[config.mk]
export PLATFORM = sky130hd
export DESIGN_NAME = uopExpander
export DESIGN_NICKNAME = d
export VERILOG_FILES = /design/src/design/uopPkg.sv /design/src/design/instrReceiver.sv /design/src/design/regListScanner.sv /design/src/design/uopSequencer.sv /design/src/design/uopOutput.sv /design/src/design/uopExpander.sv
export VERILOG_INCLUDE_DIRS = /design/src /design/src/include
export SDC_FILE = /design/constraint.sdc
export NUM_CORES = 1
export LEC_CHECK = 0
export ABC_CLOCK_PERIOD_IN_PS = 8850
export CORE_MARGIN = 3
export CORE_UTILIZATION = 55
export CTS_CLUSTER_DIAMETER = 30
export DETAILED_ROUTE_END_ITERATION = 10
export DONT_BUFFER_PORTS = 1
export PLACE_DENSITY = 0.67
export SETUP_SLACK_MARGIN = 0.15
export SLEW_MARGIN = 40
export SYNTH_ARGS = -nofsm -noshare
export SYNTH_HDL_FRONTEND = slang
export SYNTH_SLANG_ARGS = --single-unit
[constraint.sdc]
create_clock -name clk -period 8.85 [get_ports clk]
set_input_delay 0.4425 -clock clk [delete_from_list [all_inputs] [get_ports clk]]
set_output_delay 0.4425 -clock clk [all_outputs]
set_load 0.05 [all_outputs]
[src/include/uop_defines.svh]
`ifndef UOP_DEFINES_SVH
`define UOP_DEFINES_SVH

// Word and list sizes
`define UOP_WORD_W 32
`define UOP_REG_CNT 16
`define UOP_REG_IDX_W 4 // Register number width
`define UOP_CNT_W 5 // Holds 0..16 registers

// Scratch register number in a micro-op register field
`define UOP_RZ_IDX 15

// Common ARM field positions
`define UOP_COND_HI 31
`define UOP_COND_LO 28
`define UOP_RN_HI 19
`define UOP_RN_LO 16
`define UOP_RD_HI 15
`define UOP_RD_LO 12

// LDM/STM control bits
`define UOP_P_BIT 24 // Pre index
`define UOP_U_BIT 23 // Up (add)
`define UOP_W_BIT 21 // Base writeback
`define UOP_L_BIT 20 // Load

`endif

[src/design/uopPkg.sv]
`include "uop_defines.svh"

package uopPkg;

	// Macro-op class found by the receiver
	typedef enum logic [1:0] {
		classPass,
		classRsr,
		classLdm,
		classStm
	} macroClassT;

	typedef enum logic [1:0] {
		seqIdle, // First micro-op of a new macro-op
		seqRsrOp, // RSR second half
		seqXfer, // Later LDM/STM transfers
		seqWriteback // Base update after the list
	} seqStateT;

	// Data-processing opcodes the expander emits
	typedef enum logic [3:0] {
		opSub = 4'b0010,
		opAdd = 4'b0100,
		opMov = 4'b1101
	} dpOpT;

	typedef struct packed {
		logic [`UOP_WORD_W-1:0] instr;
		macroClassT opClass;
	} macroOpT;

	typedef struct packed {
		logic [`UOP_WORD_W-1:0] instr;
		logic useRz; // Rz-marked field selects scratch register
		logic holdFlags; // Do not update flags
		logic forwardRz; // Base comes from forwarded Rz
		logic last; // Final micro-op of the instruction
		logic uopValid;
	} uopT;

	typedef struct packed {
		logic [`UOP_REG_IDX_W-1:0] nextReg; // Lowest listed register
		logic [`UOP_CNT_W-1:0] remaining; // Registers still listed
	} scanT;

endpackage

[src/design/instrReceiver.sv]
`timescale 1ns/1ps
`include "uop_defines.svh"

module instrReceiver (
	input  logic clk,
	input  logic reset,
	input  logic [`UOP_WORD_W-1:0] instrIn,
	input  logic instrReq,
	output logic instrAck,
	output uopPkg::macroOpT macroOp,
	output logic macroValid,
	input  logic macroDone
);
	import uopPkg::*;

	typedef enum logic [1:0] {
		rxWait, // Idle, ack low
		rxBusy, // Expansion in progress
		rxAcking // Ack high until req drops
	} rxStateT;

	rxStateT rxState;
	macroClassT inClass;
	logic bxPattern;

	// BX/BLX register form looks like RSR but must pass through
	assign bxPattern = (instrIn[27:6] == {8'b0001_0010, 12'hFFF, 2'b00});

	always_comb begin
		if (instrIn[27:25] == 3'b100) begin // Block transfer
			inClass = instrIn[`UOP_L_BIT] ? classLdm : classStm;
		end else if (instrIn[27:25] == 3'b000 && !instrIn[7] && instrIn[4] && !bxPattern) begin
			inClass = classRsr; // Shift amount from a register
		end else begin
			inClass = classPass;
		end
	end

	always_ff @(posedge clk) begin
		if (reset) begin
			rxState <= rxWait;
		end else begin
			case (rxState)
				rxWait: if (instrReq) rxState <= rxBusy;
				rxBusy: if (macroDone) rxState <= rxAcking; // Last micro-op accepted
				rxAcking: if (!instrReq) rxState <= rxWait;
				default: rxState <= rxWait;
			endcase
		end
	end

	// Latch word and class on the accepting edge
	always_ff @(posedge clk) begin
		if (rxState == rxWait && instrReq) begin
			macroOp.instr <= instrIn;
			macroOp.opClass <= inClass;
		end
	end

	assign macroValid = (rxState == rxBusy);
	assign instrAck = (rxState == rxAcking);

	// Four-phase rule, ack only answers a held request
	assert property (@(posedge clk) disable iff (reset)
		$rose(instrAck) |-> $past(instrReq));

endmodule

[src/design/regListScanner.sv]
`timescale 1ns/1ps
`include "uop_defines.svh"

module regListScanner (
	input  logic clk,
	input  logic reset,
	input  logic [`UOP_REG_CNT-1:0] listIn,
	input  logic scanLoad,
	input  logic scanStep,
	output uopPkg::scanT scan
);
	import uopPkg::*;

	logic [`UOP_REG_CNT-1:0] listQ; // Registers not yet transferred
	logic [`UOP_REG_CNT-1:0] work;
	logic [`UOP_REG_CNT-1:0] workNext;

	// A load shows the new list at once so the first transfer needs no extra cycle
	assign work = scanLoad ? listIn : listQ;
	assign workNext = scanStep ? (work & (work - 1'b1)) : work; // Drop lowest set bit

	always_comb begin
		scan.nextReg = '0;
		for (int i = `UOP_REG_CNT - 1; i >= 0; i--) begin
			if (work[i]) begin
				scan.nextReg = i[`UOP_REG_IDX_W-1:0]; // Lowest wins, scanned last
			end
		end
		scan.remaining = `UOP_CNT_W'($countones(work));
	end

	always_ff @(posedge clk) begin
		if (reset) begin
			listQ <= '0;
		end else if (scanLoad || scanStep) begin
			listQ <= workNext;
		end
	end

	// Stepping only ever removes registers
	assert property (@(posedge clk) disable iff (reset)
		!scanLoad |=> ((listQ & ~$past(listQ)) == '0));

endmodule

[src/design/uopSequencer.sv]
`timescale 1ns/1ps
`include "uop_defines.svh"

module uopSequencer (
	input  logic clk,
	input  logic reset,
	input  uopPkg::macroOpT macroOp,
	input  logic macroValid,
	output logic macroDone,
	input  uopPkg::scanT scan,
	output logic [`UOP_REG_CNT-1:0] listIn,
	output logic scanLoad,
	output logic scanStep,
	output uopPkg::uopT uopNext,
	input  logic advance
);
	import uopPkg::*;

	seqStateT state, nextState;
	logic [`UOP_CNT_W-1:0] xferCnt; // List size kept for the writeback
	logic [11:0] startOffset;
	logic upBit;
	logic writeBack;
	logic [`UOP_WORD_W-1:0] xferWord;
	logic [`UOP_WORD_W-1:0] word;

	assign listIn = macroOp.instr[`UOP_REG_CNT-1:0];
	assign writeBack = macroOp.instr[`UOP_W_BIT];

	// First address relative to Rn, by P/U
	always_comb begin
		case ({macroOp.instr[`UOP_P_BIT], macroOp.instr[`UOP_U_BIT]})
			2'b00: startOffset = 12'({scan.remaining - 5'd1, 2'b00}); // Decrement after
			2'b01: startOffset = 12'd0; // Increment after
			2'b10: startOffset = 12'({scan.remaining, 2'b00}); // Decrement before
			default: startOffset = 12'd4; // Increment before
		endcase
		upBit = macroOp.instr[`UOP_U_BIT]; // First transfer follows the list direction
	end

	// Pre-indexed immediate word LDR/STR keeping cond and L
	always_comb begin
		xferWord = macroOp.instr;
		xferWord[27:25] = 3'b010;
		xferWord[`UOP_P_BIT] = 1'b1;
		xferWord[`UOP_U_BIT] = 1'b1; // Later transfers walk upward
		xferWord[22] = 1'b0; // Word, not byte
		xferWord[`UOP_W_BIT] = 1'b0;
		xferWord[`UOP_RN_HI:`UOP_RN_LO] = `UOP_REG_IDX_W'(`UOP_RZ_IDX);
		xferWord[`UOP_RD_HI:`UOP_RD_LO] = scan.nextReg;
		xferWord[11:0] = 12'd4;
	end

	always_comb begin
		nextState = state;
		word = macroOp.instr;
		uopNext = '0;
		scanLoad = 1'b0;
		scanStep = 1'b0;
		case (state)
			seqIdle: begin
				uopNext.uopValid = macroValid;
				case (macroOp.opClass)
					classRsr: begin // MOV Rz, Rm <shift> Rs
						word[24:21] = opMov;
						word[20] = 1'b0;
						word[`UOP_RN_HI:`UOP_RN_LO] = '0;
						word[`UOP_RD_HI:`UOP_RD_LO] = `UOP_REG_IDX_W'(`UOP_RZ_IDX);
						uopNext.useRz = 1'b1;
						uopNext.holdFlags = 1'b1;
						nextState = seqRsrOp;
					end
					classLdm, classStm: begin
						scanLoad = macroValid;
						if (scan.remaining == '0) begin // Empty list gives a never-execute no-op
							word = '0;
							word[`UOP_COND_HI:`UOP_COND_LO] = 4'b1111;
							uopNext.last = 1'b1;
						end else begin
							word = xferWord;
							word[`UOP_U_BIT] = upBit;
							word[`UOP_RN_HI:`UOP_RN_LO] = macroOp.instr[`UOP_RN_HI:`UOP_RN_LO];
							word[11:0] = startOffset;
							uopNext.holdFlags = 1'b1;
							uopNext.last = (scan.remaining == 5'd1) && !writeBack;
							scanStep = advance && macroValid;
							if (scan.remaining != 5'd1) begin
								nextState = seqXfer;
							end else if (writeBack) begin
								nextState = seqWriteback;
							end
						end
					end
					default: uopNext.last = 1'b1; // Pass-through as one micro-op
				endcase
				if (!macroValid) begin
					nextState = seqIdle;
				end
			end
			seqRsrOp: begin // Original op with unshifted Rz operand
				word[11:4] = '0;
				word[3:0] = `UOP_REG_IDX_W'(`UOP_RZ_IDX);
				uopNext.useRz = 1'b1;
				uopNext.last = 1'b1;
				uopNext.uopValid = 1'b1;
				nextState = seqIdle;
			end
			seqXfer: begin // Rz + 4 from the previous address
				word = xferWord;
				uopNext.holdFlags = 1'b1;
				uopNext.forwardRz = 1'b1;
				uopNext.uopValid = 1'b1;
				scanStep = advance;
				if (scan.remaining <= 5'd1) begin
					uopNext.last = !writeBack;
					nextState = writeBack ? seqWriteback : seqIdle;
				end
			end
			seqWriteback: begin // Rn = Rn +/- 4n
				word[27:25] = 3'b001;
				word[24:21] = macroOp.instr[`UOP_U_BIT] ? opAdd : opSub;
				word[20] = 1'b0;
				word[`UOP_RD_HI:`UOP_RD_LO] = macroOp.instr[`UOP_RN_HI:`UOP_RN_LO];
				word[11:0] = 12'({xferCnt, 2'b00}); // Rotate field stays zero
				uopNext.holdFlags = 1'b1;
				uopNext.last = 1'b1;
				uopNext.uopValid = 1'b1;
				nextState = seqIdle;
			end
			default: nextState = seqIdle;
		endcase
		uopNext.instr = word;
	end

	assign macroDone = uopNext.uopValid && uopNext.last && advance; // Last one accepted

	always_ff @(posedge clk) begin
		if (reset) begin
			state <= seqIdle;
		end else if (advance) begin
			state <= nextState;
		end
	end

	always_ff @(posedge clk) begin
		if (advance && scanLoad) begin
			xferCnt <= scan.remaining;
		end
	end

	// Micro-ops only while the receiver holds a macro-op
	assert property (@(posedge clk) disable iff (reset)
		uopNext.uopValid |-> macroValid);

endmodule

[src/design/uopOutput.sv]
`timescale 1ns/1ps

module uopOutput (
	input  logic clk,
	input  logic reset,
	input  uopPkg::uopT uopNext,
	input  logic stall,
	output logic advance,
	output uopPkg::uopT uop
);
	import uopPkg::*;

	logic stallQ;

	always_ff @(posedge clk) begin
		if (reset) begin
			stallQ <= 1'b0;
		end else begin
			stallQ <= stall; // Back-pressure takes effect a cycle later
		end
	end

	assign advance = !stallQ;

	always_ff @(posedge clk) begin
		if (reset) begin
			uop <= '0; // No valid micro-op after reset
		end else if (advance) begin
			uop <= uopNext;
		end
	end

	// Held micro-op must not change under stall
	assert property (@(posedge clk) disable iff (reset)
		!advance |=> $stable(uop));

endmodule

[src/design/uopExpander.sv]
`timescale 1ns/1ps
`include "uop_defines.svh"

module uopExpander (
	input  logic clk,
	input  logic reset,
	input  logic [`UOP_WORD_W-1:0] instrIn,
	input  logic instrReq,
	output logic instrAck,
	input  logic stall,
	output uopPkg::uopT uop
);
	import uopPkg::*;

	macroOpT macroOp;
	logic macroValid;
	logic macroDone;
	scanT scan;
	logic [`UOP_REG_CNT-1:0] listIn;
	logic scanLoad;
	logic scanStep;
	uopT uopNext;
	logic advance;

	instrReceiver instrReceiver_inst (
		.clk(clk),
		.reset(reset),
		.instrIn(instrIn),
		.instrReq(instrReq),
		.instrAck(instrAck),
		.macroOp(macroOp),
		.macroValid(macroValid),
		.macroDone(macroDone)
	);

	regListScanner regListScanner_inst (
		.clk(clk),
		.reset(reset),
		.listIn(listIn),
		.scanLoad(scanLoad),
		.scanStep(scanStep),
		.scan(scan)
	);

	uopSequencer uopSequencer_inst (
		.clk(clk),
		.reset(reset),
		.macroOp(macroOp),
		.macroValid(macroValid),
		.macroDone(macroDone),
		.scan(scan),
		.listIn(listIn),
		.scanLoad(scanLoad),
		.scanStep(scanStep),
		.uopNext(uopNext),
		.advance(advance)
	);

	uopOutput uopOutput_inst (
		.clk(clk),
		.reset(reset),
		.uopNext(uopNext),
		.stall(stall),
		.advance(advance),
		.uop(uop)
	);

endmodule

# Word level (Yosys, flattened, before mapping)
# Cells that the tools add are included.
# W data, S select, Z words.
[totals] reg_bits=97 in_bits=36 out_inout_bits=38 wordCells=137
[op_classes] n_addsub=17 order_cmp=1 n_eq_ne=21 n_mux=59 bitwise=2 reduce_logical=24
[op_table] operator="$mux W4" n=17
[op_table] operator="$pmux W12 S4" n=1
[op_table] operator="$add A5 B5 Y5" n=7
[op_table] operator="$mux W16" n=2
[op_table] operator="$mux W32" n=1
[op_table] operator="$pmux W13 S2" n=1
[op_table] operator="$pmux W8 S3" n=1
[op_table] operator="$eq A22 B19 Y1 const B" n=1
[op_table] operator="$pmux W7 S3" n=1
[op_table] operator="$mux W2" n=10
[op_table] operator="$pmux W2 S3" n=3
[op_table] operator="$add A1 B1 Y2" n=8
[op_table] operator="$and A16 B16 Y16" n=1
[op_table] operator="$sub A16 B1 Y16 const B" n=1
[op_table] operator="$eq A2 B2 Y1 const B" n=6
[op_table] operator="$mux W12" n=1
[op_table] operator="$pmux W4 S3" n=1
[op_table] operator="$mux W1" n=11
[op_table] operator="$pmux W1 S2" n=5
[op_table] operator="$logic_and A1 B1 Y1" n=9
[op_table] operator="$eq A2 B1 Y1 const B" n=4
[op_table] operator="$ne A4 B4 Y1 const B" n=2
[op_table] operator="$pmux W4 S2" n=1
[op_table] operator="$mux W7" n=1
[op_table] operator="other kinds (19)" n=28

# Logic depth before layout (Yosys ltp)
# Gate-level depths: netlist (run 1).
[logic_depth] word_depth=24 mapped_depth=26 depth_no_buf=23

# Modules after synthesis
# Synthesis (run 1) repeated with hierarchy kept, for this count alone.
[hier_totals] hier_cells=507 hier_area_um2=5226.3
[by_module_without_submodules] mod="regListScanner" instances=1 cells_per_inst=157 area_each_um2=1514.0 seq_area_each_um2=320.3
[by_module_without_submodules] mod="uopOutput" instances=1 cells_per_inst=122 area_each_um2=1356.3 seq_area_each_um2=760.7
[by_module_without_submodules] mod="instrReceiver" instances=1 cells_per_inst=58 area_each_um2=1182.4 seq_area_each_um2=1061.0
[by_module_without_submodules] mod="uopSequencer" instances=1 cells_per_inst=170 area_each_um2=1173.6 seq_area_each_um2=190.2

# Least setup slack after synthesis (run 1)
# Ideal clock, no wire load.
[synth_timing] path_type="reg-to-reg" startpoint="reg uopSequencer_inst.state[1]" endpoint="reg, netlist name uopOutput_inst.uop[21]" setup_time_ns=0.132 arrival_time_ns=6.280 t_required_ns=8.718 path_slack_ns=2.438 stages_incl_launch_ff=27 n_path_buf=4 period_less_slack_ns=6.412 path_cell_list="dfxtp_1 buf_2 nor4b_4 and2_1 buf_2 buf_4 buf_2 mux2i_1 inv_1 ha_1 fa_1 inv_1 fa_1 inv_1 fa_1 fa_1 inv_1 ha_1 inv_1 fa_1 xor2_1 inv_2 a2111oi_4 nand3_2 a21o_1 a21oi_1 nor3_1"
[synth_rtl] item="start: declaration" line_no="uopSequencer.sv:19" source="seqStateT state, nextState;"
[synth_rtl] item="start signal: assignment" line_no="uopSequencer.sv:139" source="state <= seqIdle;"
[synth_rtl] item="start signal: assignment" line_no="uopSequencer.sv:141" source="state <= nextState;"

==> results.json, run 1 <==
{
  "yosysTopAreaCell": "edfxtp_1",
  "area_delta_synth_final_pct": 5.79,
  "dp_slack_ns": 1.53,
  "cts_sinks": 97,
  "syn_inst": 553,
  "synth-warning-count": 0,
  "clock_path_buffers": 2,
  "r2r_slack_ns": 1.43,
  "outcome": "finished clean",
  "root_buffer": "clkbuf_8",
  "crit_required_ns": 9.15,
  "fin_nets": 606,
  "synth_seq_cells": 97,
  "postRouteWirelength_mm": 13.8,
  "drc": 0,
  "avgViaCountPerCell": 6.37,
  "finalHoldViolations": 0,
  "drive_gt1_share_pct": 7.73,
  "hold_path_depth": 1,
  "grt_max_degree": 74,
  "critPathMaxFanout": 26,
  "firstDrtPassIters": 5,
  "syn-num-nets": 621,
  "grt_setup_unrepaired": "no",
  "gr-usage-all-layers_pct": 26.3,
  "diodes": 0,
  "num_vias": 4279,
  "post_cts_buffers": 0,
  "setup_viol_count_final": 0,
  "start_util_pct": 56.8,
  "dpl_cell_area_mm2": 0.00535,
  "final_core_util_pct": 60.1,
  "relSlewSlack_pct": 49.5,
  "antenna_found_initial": 0,
  "period_minus_slack_ns": 7.42,
  "synth_edf_count": 39,
  "reg2reg_to": "uopOutput_inst.uop[35]$_SDFFE_PP0N_",
  "row_count": 35,
  "worst_slack_ns": 1.43,
  "stdcell_count": 672,
  "overflow": 0,
  "ys.flop_type": "dfxtp_1",
  "port_buffers": 0,
  "power_mw": 2.30,
  "syn_area_per_cell_um2": 9.50,
  "place_inst": 656,
  "fin_area_mm2": 0.00556,
  "core-area_mm2": 0.00924,
  "hold_path_end": "uopOutput_inst.stallQ$_SDFF_PP0_",
  "ctsHtreeMaxLevel": 3,
  "cts_hold_buffers": 0,
  "ys_seq_area_share_pct": 44.4,
  "worstMarginPinSlew_ns": 0.750,
  "synth_async_sr_flop_share_pct": 0,
  "synth.cell_area_mm2": 0.00525,
  "r2r-start": "uopSequencer_inst.state[1]$_SDFFE_PP0P_",
  "period_share_pct": 83.8,
  "gp_congestion": 0.957,
  "start_kind": "register",
  "reg2reg_depth": 22,
  "regArea_mm2": 0.00233,
  "fin_tns_setup_ns": 0,
  "grt-busiest-layer": "met2",
  "cts_tree": "yes",
  "io_pins": 74,
  "die_w_um": 104,
  "final_common_cell": "dfxtp_1",
  "grt_use_met2_pct": 41.1,
  "yosysTopAreaCellShare_pct": 22.3,
  "dieArea_mm2": 0.0108,
  "detailed_place_hpwl_mm": 10.0,
  "maxCapViolations": 0,
  "p_leak_nw": 2.16,
  "use_met1_pct": 35.9,
  "finalClockSkew_ns": 0.0138,
  "grt_util_met3_pct": 6.67,
  "clk_pin_slew_ns": 0.11,
  "antenna_left": 0,
  "power.density_mw_per_mm2": 414,
  "drt_iter0_drc": 436,
  "multi_input_area_mm2": 0.00262,
  "grt_pass1_wl_mm": 22.7,
  "peakVddDrop_mv": 0.214,
  "worstHoldStart": "reset",
  "cts-resized-gates": 0,
  "nFillCells": 773,
  "die-height_um": 104,
  "avgRoutedWirePerCell_um": 20.6,
  "first_global_vias": 4346,
  "whs_ns": 0.130,
  "critPathCaptureType": "register",
  "hold_class": "primary input to register",
  "numCtsBuffers": 9,
  "synth_cell_type_count": 63,
  "layout_common_cells": "dfxtp_1, inv_1, nor2_1",
  "worstSetupPathType": "register to register",
  "max_freq_ghz": 0.135,
  "clk-insertion-delay-late_ns": 0.37,
  "ys_top_cells_by_area": "edfxtp_1, dfxtp_1, ha_1",
  "final_max_slew_viol_count": 0,
  "cp.arrival_ns": 7.72
}
## power breakdown
part           switching (mW)  leakage [nW]  internal (mW)
registers               0.289         0.848          0.592
clock network           0.171         0.104          0.131
logic                   0.672          1.21          0.447
## metal layers
layer | vias up | wire, µm
met2 | 233 | 6420
li1 | 1956 | -
met1 | 2059 | 5750
met3 | 31 | 1380
met5 | - | 0
met4 | 0 | 296
## cell families (layout without fill, tap and decap cells)
group                      Yosys count  in the layout  share of synthesized area, %
and+or+nand+nor                    179            179                          17.0
muxes                               24             24                          4.65
xor gates and xnor gates             7              7                          1.17
DFF                                 97             97                          44.4
AOI/OAI and AO/OA                  132            132                          17.5
buffers and inverters               82             72                          6.00
adders and majority gates           32             32                          9.20
## synth_stat cells, types with 4 or more instances
| master | number |
|---|---|
| xnor2_1 | 4 |
| a21o_1 | 4 |
| nor2_1 | 51 |
| ha_1 | 21 |
| a211oi_1 | 11 |
| a21oi_1 | 44 |
| nor4_1 | 9 |
| mux2i_1 | 21 |
| nor3_1 | 32 |
| fa_1 | 11 |
| inv_1 | 51 |
| nand3_1 | 4 |
| nand2_1 | 36 |
| edfxtp_1 | 39 |
| clkbuf_1 | 18 |
| dfxtp_1 | 58 |
| o21ai_0 | 13 |
| o22ai_1 | 4 |
| nor2b_1 | 18 |
| o21a_1 | 4 |
| o31ai_1 | 4 |
| buf_1 | 8 |
| or3_1 | 5 |
| a221oi_1 | 8 |
| a22oi_1 | 4 |
| nand4_1 | 5 |
| a311oi_1 | 10 |
## area by class of cell
class	instances	area share [%]
Tap cell	129	2.91
Inverter	52	3.51
Multi-Input combinational cell	374	47.2
Timing Repair Buffer	4	0.676
Clock inverter	5	0.766
Sequential cell	97	42.0
Clock buffer	11	2.93
## critical path, cell delays in order, from the launching register on
cell and delay (ns):
dfxtp_2 0.50, nor4b_4 0.46, and2_1 0.55, buf_4 0.33, mux2i_1 0.43, inv_1 0.10
ha_1 0.21, inv_1 0.08, fa_1 0.44, fa_1 0.53, fa_1 0.53, fa_1 0.49
inv_1 0.07, ha_1 0.16, inv_1 0.06, fa_1 0.37, xor2_1 0.29, inv_2 0.09
a2111oi_4 0.69, nand3_2 0.34, nor3_2 0.32, nor3_1 0.09, nor3_1 0.20
## registers in the layout, indices dropped and copies added, names as in the netlist
register and count:
uopOutput_inst.uop 37, instrReceiver_inst.macroOp 34, regListScanner_inst.listQ 16, uopSequencer_inst.xferCnt 5, instrReceiver_inst.rxState 2, uopSequencer_inst.state 2, uopOutput_inst.stallQ 1
## how the worst max path moves through the flow
stage / slack, ns / endpoint / startpoint
global route: 0.97 / uopOutput_inst.uop[34]$_SDFFE_PP0N_ / uopSequencer_inst.state[1]$_SDFFE_PP0P_
global placement: 1.55 / uopOutput_inst.uop[35]$_SDFFE_PP0N_ / uopSequencer_inst.state[1]$_SDFFE_PP0P_
floorplan: 2.44 / uopOutput_inst.uop[21]$_SDFFE_PP0N_ / uopSequencer_inst.state[1]$_SDFFE_PP0P_
detailed placement: 1.53 / uopOutput_inst.uop[35]$_SDFFE_PP0N_ / uopSequencer_inst.state[1]$_SDFFE_PP0P_
finish: 1.43 / uopOutput_inst.uop[35]$_SDFFE_PP0N_ / uopSequencer_inst.state[1]$_SDFFE_PP0P_
CTS: 1.47 / uopOutput_inst.uop[35]$_SDFFE_PP0N_ / uopSequencer_inst.state[1]$_SDFFE_PP0P_
Power figures use the tool's default switching activity.
==> run 2: changes to the inputs <==
--- a/config.mk
+++ b/config.mk
@@ -6,7 +6,8 @@
 export SDC_FILE = /design/constraint.sdc
 export NUM_CORES = 1
 export LEC_CHECK = 0
-export ABC_CLOCK_PERIOD_IN_PS = 8850
+export ABC_AREA = 1
+export ABC_CLOCK_PERIOD_IN_PS = 7300
 export CORE_MARGIN = 3
 export CORE_UTILIZATION = 55
 export CTS_CLUSTER_DIAMETER = 30
==> constraint.sdc (replaced) <==
create_clock -name clk -period 7.3 [get_ports clk]
set_input_delay 0.365 -clock clk [delete_from_list [all_inputs] [get_ports clk]]
set_output_delay 0.365 -clock clk [all_outputs]
set_load 0.05 [all_outputs]
==> run 2 against run 1 <==
Synthesized cell count is 3.8% higher. Critical path depth rose by 6. Count of clock-buffer cells in the layout unchanged. Die area shrank 4.4%. Hold slack got worse by 0.069 ns. Critical endpoint is now regListScanner_inst.listQ[11]$_SDFFE_PP0P_.
==> results.json, run 2 <==
{
  "worstHoldStart": "reset",
  "worstSetupPathType": "register to register",
  "clk_pin_slew_ns": 0.10,
  "diodes": 0,
  "num_vias": 3885,
  "cp.arrival_ns": 6.76,
  "core-area_mm2": 0.00876,
  "fin_area_mm2": 0.00526,
  "firstDrtPassIters": 5,
  "yosysTopAreaCellShare_pct": 23.4,
  "finalHoldViolations": 0,
  "fin_nets": 639,
  "maxCapViolations": 0,
  "start_kind": "register",
  "overflow": 0,
  "port_buffers": 0,
  "critPathCaptureType": "register",
  "drc": 0,
  "syn_area_per_cell_um2": 8.72,
  "dpl_cell_area_mm2": 0.00507,
  "ys.flop_type": "dfxtp_1",
  "synth.top_cells.by_count": "nand2_1, inv_1, dfxtp_1",
  "crit_required_ns": 7.58,
  "grt_setup_unrepaired": "no",
  "synth_seq_cells": 97,
  "gr-usage-all-layers_pct": 26.0,
  "largestRegisters": "uopOutput_inst.uop x37, instrReceiver_inst.macroOp x34, regListScanner_inst.listQ x16",
  "postRouteWirelength_mm": 12.8,
  "synth_compound_area_share_pct": 14.3,
  "ys_seq_area_share_pct": 46.6,
  "synth_edf_count": 39,
  "yosysTopAreaCell": "edfxtp_1",
  "syn-num-nets": 642,
  "finalClockSkew_ns": 0.0109,
  "start_util_pct": 57.1,
  "avgViaCountPerCell": 5.68,
  "root_buffer": "clkbuf_8",
  "synthMuxAreaShare_pct": 0,
  "reg2reg_to": "regListScanner_inst.listQ[11]$_SDFFE_PP0P_",
  "synth_async_sr_flop_share_pct": 0,
  "final_max_slew_viol_count": 0,
  "synth_xor_area_share_pct": 0.875,
  "r2r-start": "instrReceiver_inst.macroOp[1]$_DFFE_PP_",
  "synth-simple-area-share_pct": 19.3,
  "gp_congestion": 0.960,
  "detailed_place_hpwl_mm": 9.69,
  "cts_tree": "yes",
  "final_core_util_pct": 60.1,
  "synth_cell_type_count": 48,
  "synth-warning-count": 0,
  "avgRoutedWirePerCell_um": 18.8,
  "critPathMaxFanout": 23,
  "ys_top_cells_by_area": "edfxtp_1, dfxtp_1, nand2_1",
  "fin_tns_setup_ns": 0,
  "grt_max_degree": 35,
  "critical_path.max_stage_delay_ns": 0.58,
  "max_freq_ghz": 0.154,
  "antenna_left": 0,
  "clk-insertion-delay-late_ns": 0.37,
  "dieArea_mm2": 0.0103,
  "largest_reg_flops": 37,
  "post_cts_buffers": 0,
  "r2r_slack_ns": 0.82,
  "path_common_cell": "inv_1",
  "cts_sinks": 97,
  "synth_top_family_by_area": "simple AND/OR/NAND/NOR gates",
  "synth.most_common_cell": "nand2_1",
  "period_share_pct": 88.7,
  "io_pins": 74,
  "worstMarginPinSlew_ns": 0.774,
  "grt_pass1_wl_mm": 20.2,
  "layout_common_cells": "nand2_1, inv_1, dfxtp_1",
  "relSlewSlack_pct": 48.4,
  "area_delta_synth_final_pct": 5.10,
  "row_count": 34,
  "setup_viol_count_final": 0,
  "ctsHtreeMaxLevel": 3,
  "cp.buffers_inverters": 9,
  "cts_hold_buffers": 0,
  "die_w_um": 101,
  "synth.cell_area_mm2": 0.00501,
  "clock_path_buffers": 2,
  "hold_path_depth": 1,
  "slowest_stage": "edfxtp_1",
  "hold_path_end": "uopOutput_inst.uop[15]$_SDFFE_PP0N_",
  "final_common_cell": "nand2_1",
  "antenna_found_initial": 0,
  "numCtsBuffers": 9,
  "drt_iter0_drc": 282,
  "synthAdderAreaFrac_pct": 9.65,
  "cp_top_family": "adder cells",
  "first_global_vias": 3684,
  "regMostFlops": "uopOutput_inst.uop",
  "period_minus_slack_ns": 6.48,
  "reg2reg_depth": 28,
  "die-height_um": 101,
  "drive_gt1_share_pct": 9.72,
  "syn_inst": 574,
  "outcome": "finished clean",
  "hold_class": "primary input to register"
}
==> run 2: cell count changes after synthesis, moves of 8 or more <==
cell	change
mux2i_1	-21
nor2_1	-8
nand3_1	+13
a21oi_1	-12
nand2_1	+68
nor3_1	-22
inv_1	+37
nor2b_1	-18
o21ai_0	+26
clkbuf_1	-8
buf_1	-8
==> run 2: logic make-up after synthesis <==
logic type / count (synthesis)
flops: 97
fa+ha+maj: 32
buf+inv: 113
compound gates: 117
xor+xnor: 5
simple gates: 210
==> run 2: layer usage <==
metal	up-vias	share of wire, %	GRT usage [%]
li1	1897	-	-
met1	1830	45	38.3
met2	146	45	38.4
met3	12	9.0	7.44
met4	0	1.1	5.42
met5	-	0	0
==> run 2: timing repair <==
item                       in CTS  in global routing
hold endpoints to repair        0                  0
resized for setup               0                  1
setup endpoints to repair       0                  1
==> run 2: how the worst max path moves through the flow <==
stage                                                       start                                          to  slack (ns)  depth (start not counted)
after global routing      uopSequencer_inst.state[1]$_SDFFE_PP0P_  regListScanner_inst.listQ[11]$_SDFFE_PP0P_        0.23                         29
after global placement    instrReceiver_inst.macroOp[1]$_DFFE_PP_  regListScanner_inst.listQ[11]$_SDFFE_PP0P_        0.95                         28
final                     instrReceiver_inst.macroOp[1]$_DFFE_PP_  regListScanner_inst.listQ[11]$_SDFFE_PP0P_        0.82                         28
after CTS                 instrReceiver_inst.macroOp[1]$_DFFE_PP_  regListScanner_inst.listQ[11]$_SDFFE_PP0P_        0.69                         28
after detailed placement  instrReceiver_inst.macroOp[1]$_DFFE_PP_  regListScanner_inst.listQ[11]$_SDFFE_PP0P_        0.73                         28
after floorplan           uopSequencer_inst.state[0]$_SDFFE_PP0P_  regListScanner_inst.listQ[11]$_SDFFE_PP0P_        1.86                         30
==> run 2: layout make-up <==
class | count | area [µm²]
fillers | 808 | 3500
flip-flops and latches | 97 | 2330
multi-input cells | 364 | 2220
inverters | 96 | 363
clock buffers | 11 | 141
well taps | 108 | 135
clock inverters | 5 | 43.8
repair buffers | 3 | 22.5
==> run 2: per-stage QoR <==
step,worst slack [ns],cells,hold WS (ns)
after floorplan,1.86,574,0.442
after global placement,0.950,668,0.440
after detailed placement,0.734,668,0.442
after CTS,0.691,684,0.0425
after global routing,0.232,684,0.0272
final,0.822,684,0.0602
Power of run 2 is left out: the tool's default activity adds up to more than one toggle a clock period on the data nets, which glitch-free logic cannot reach.
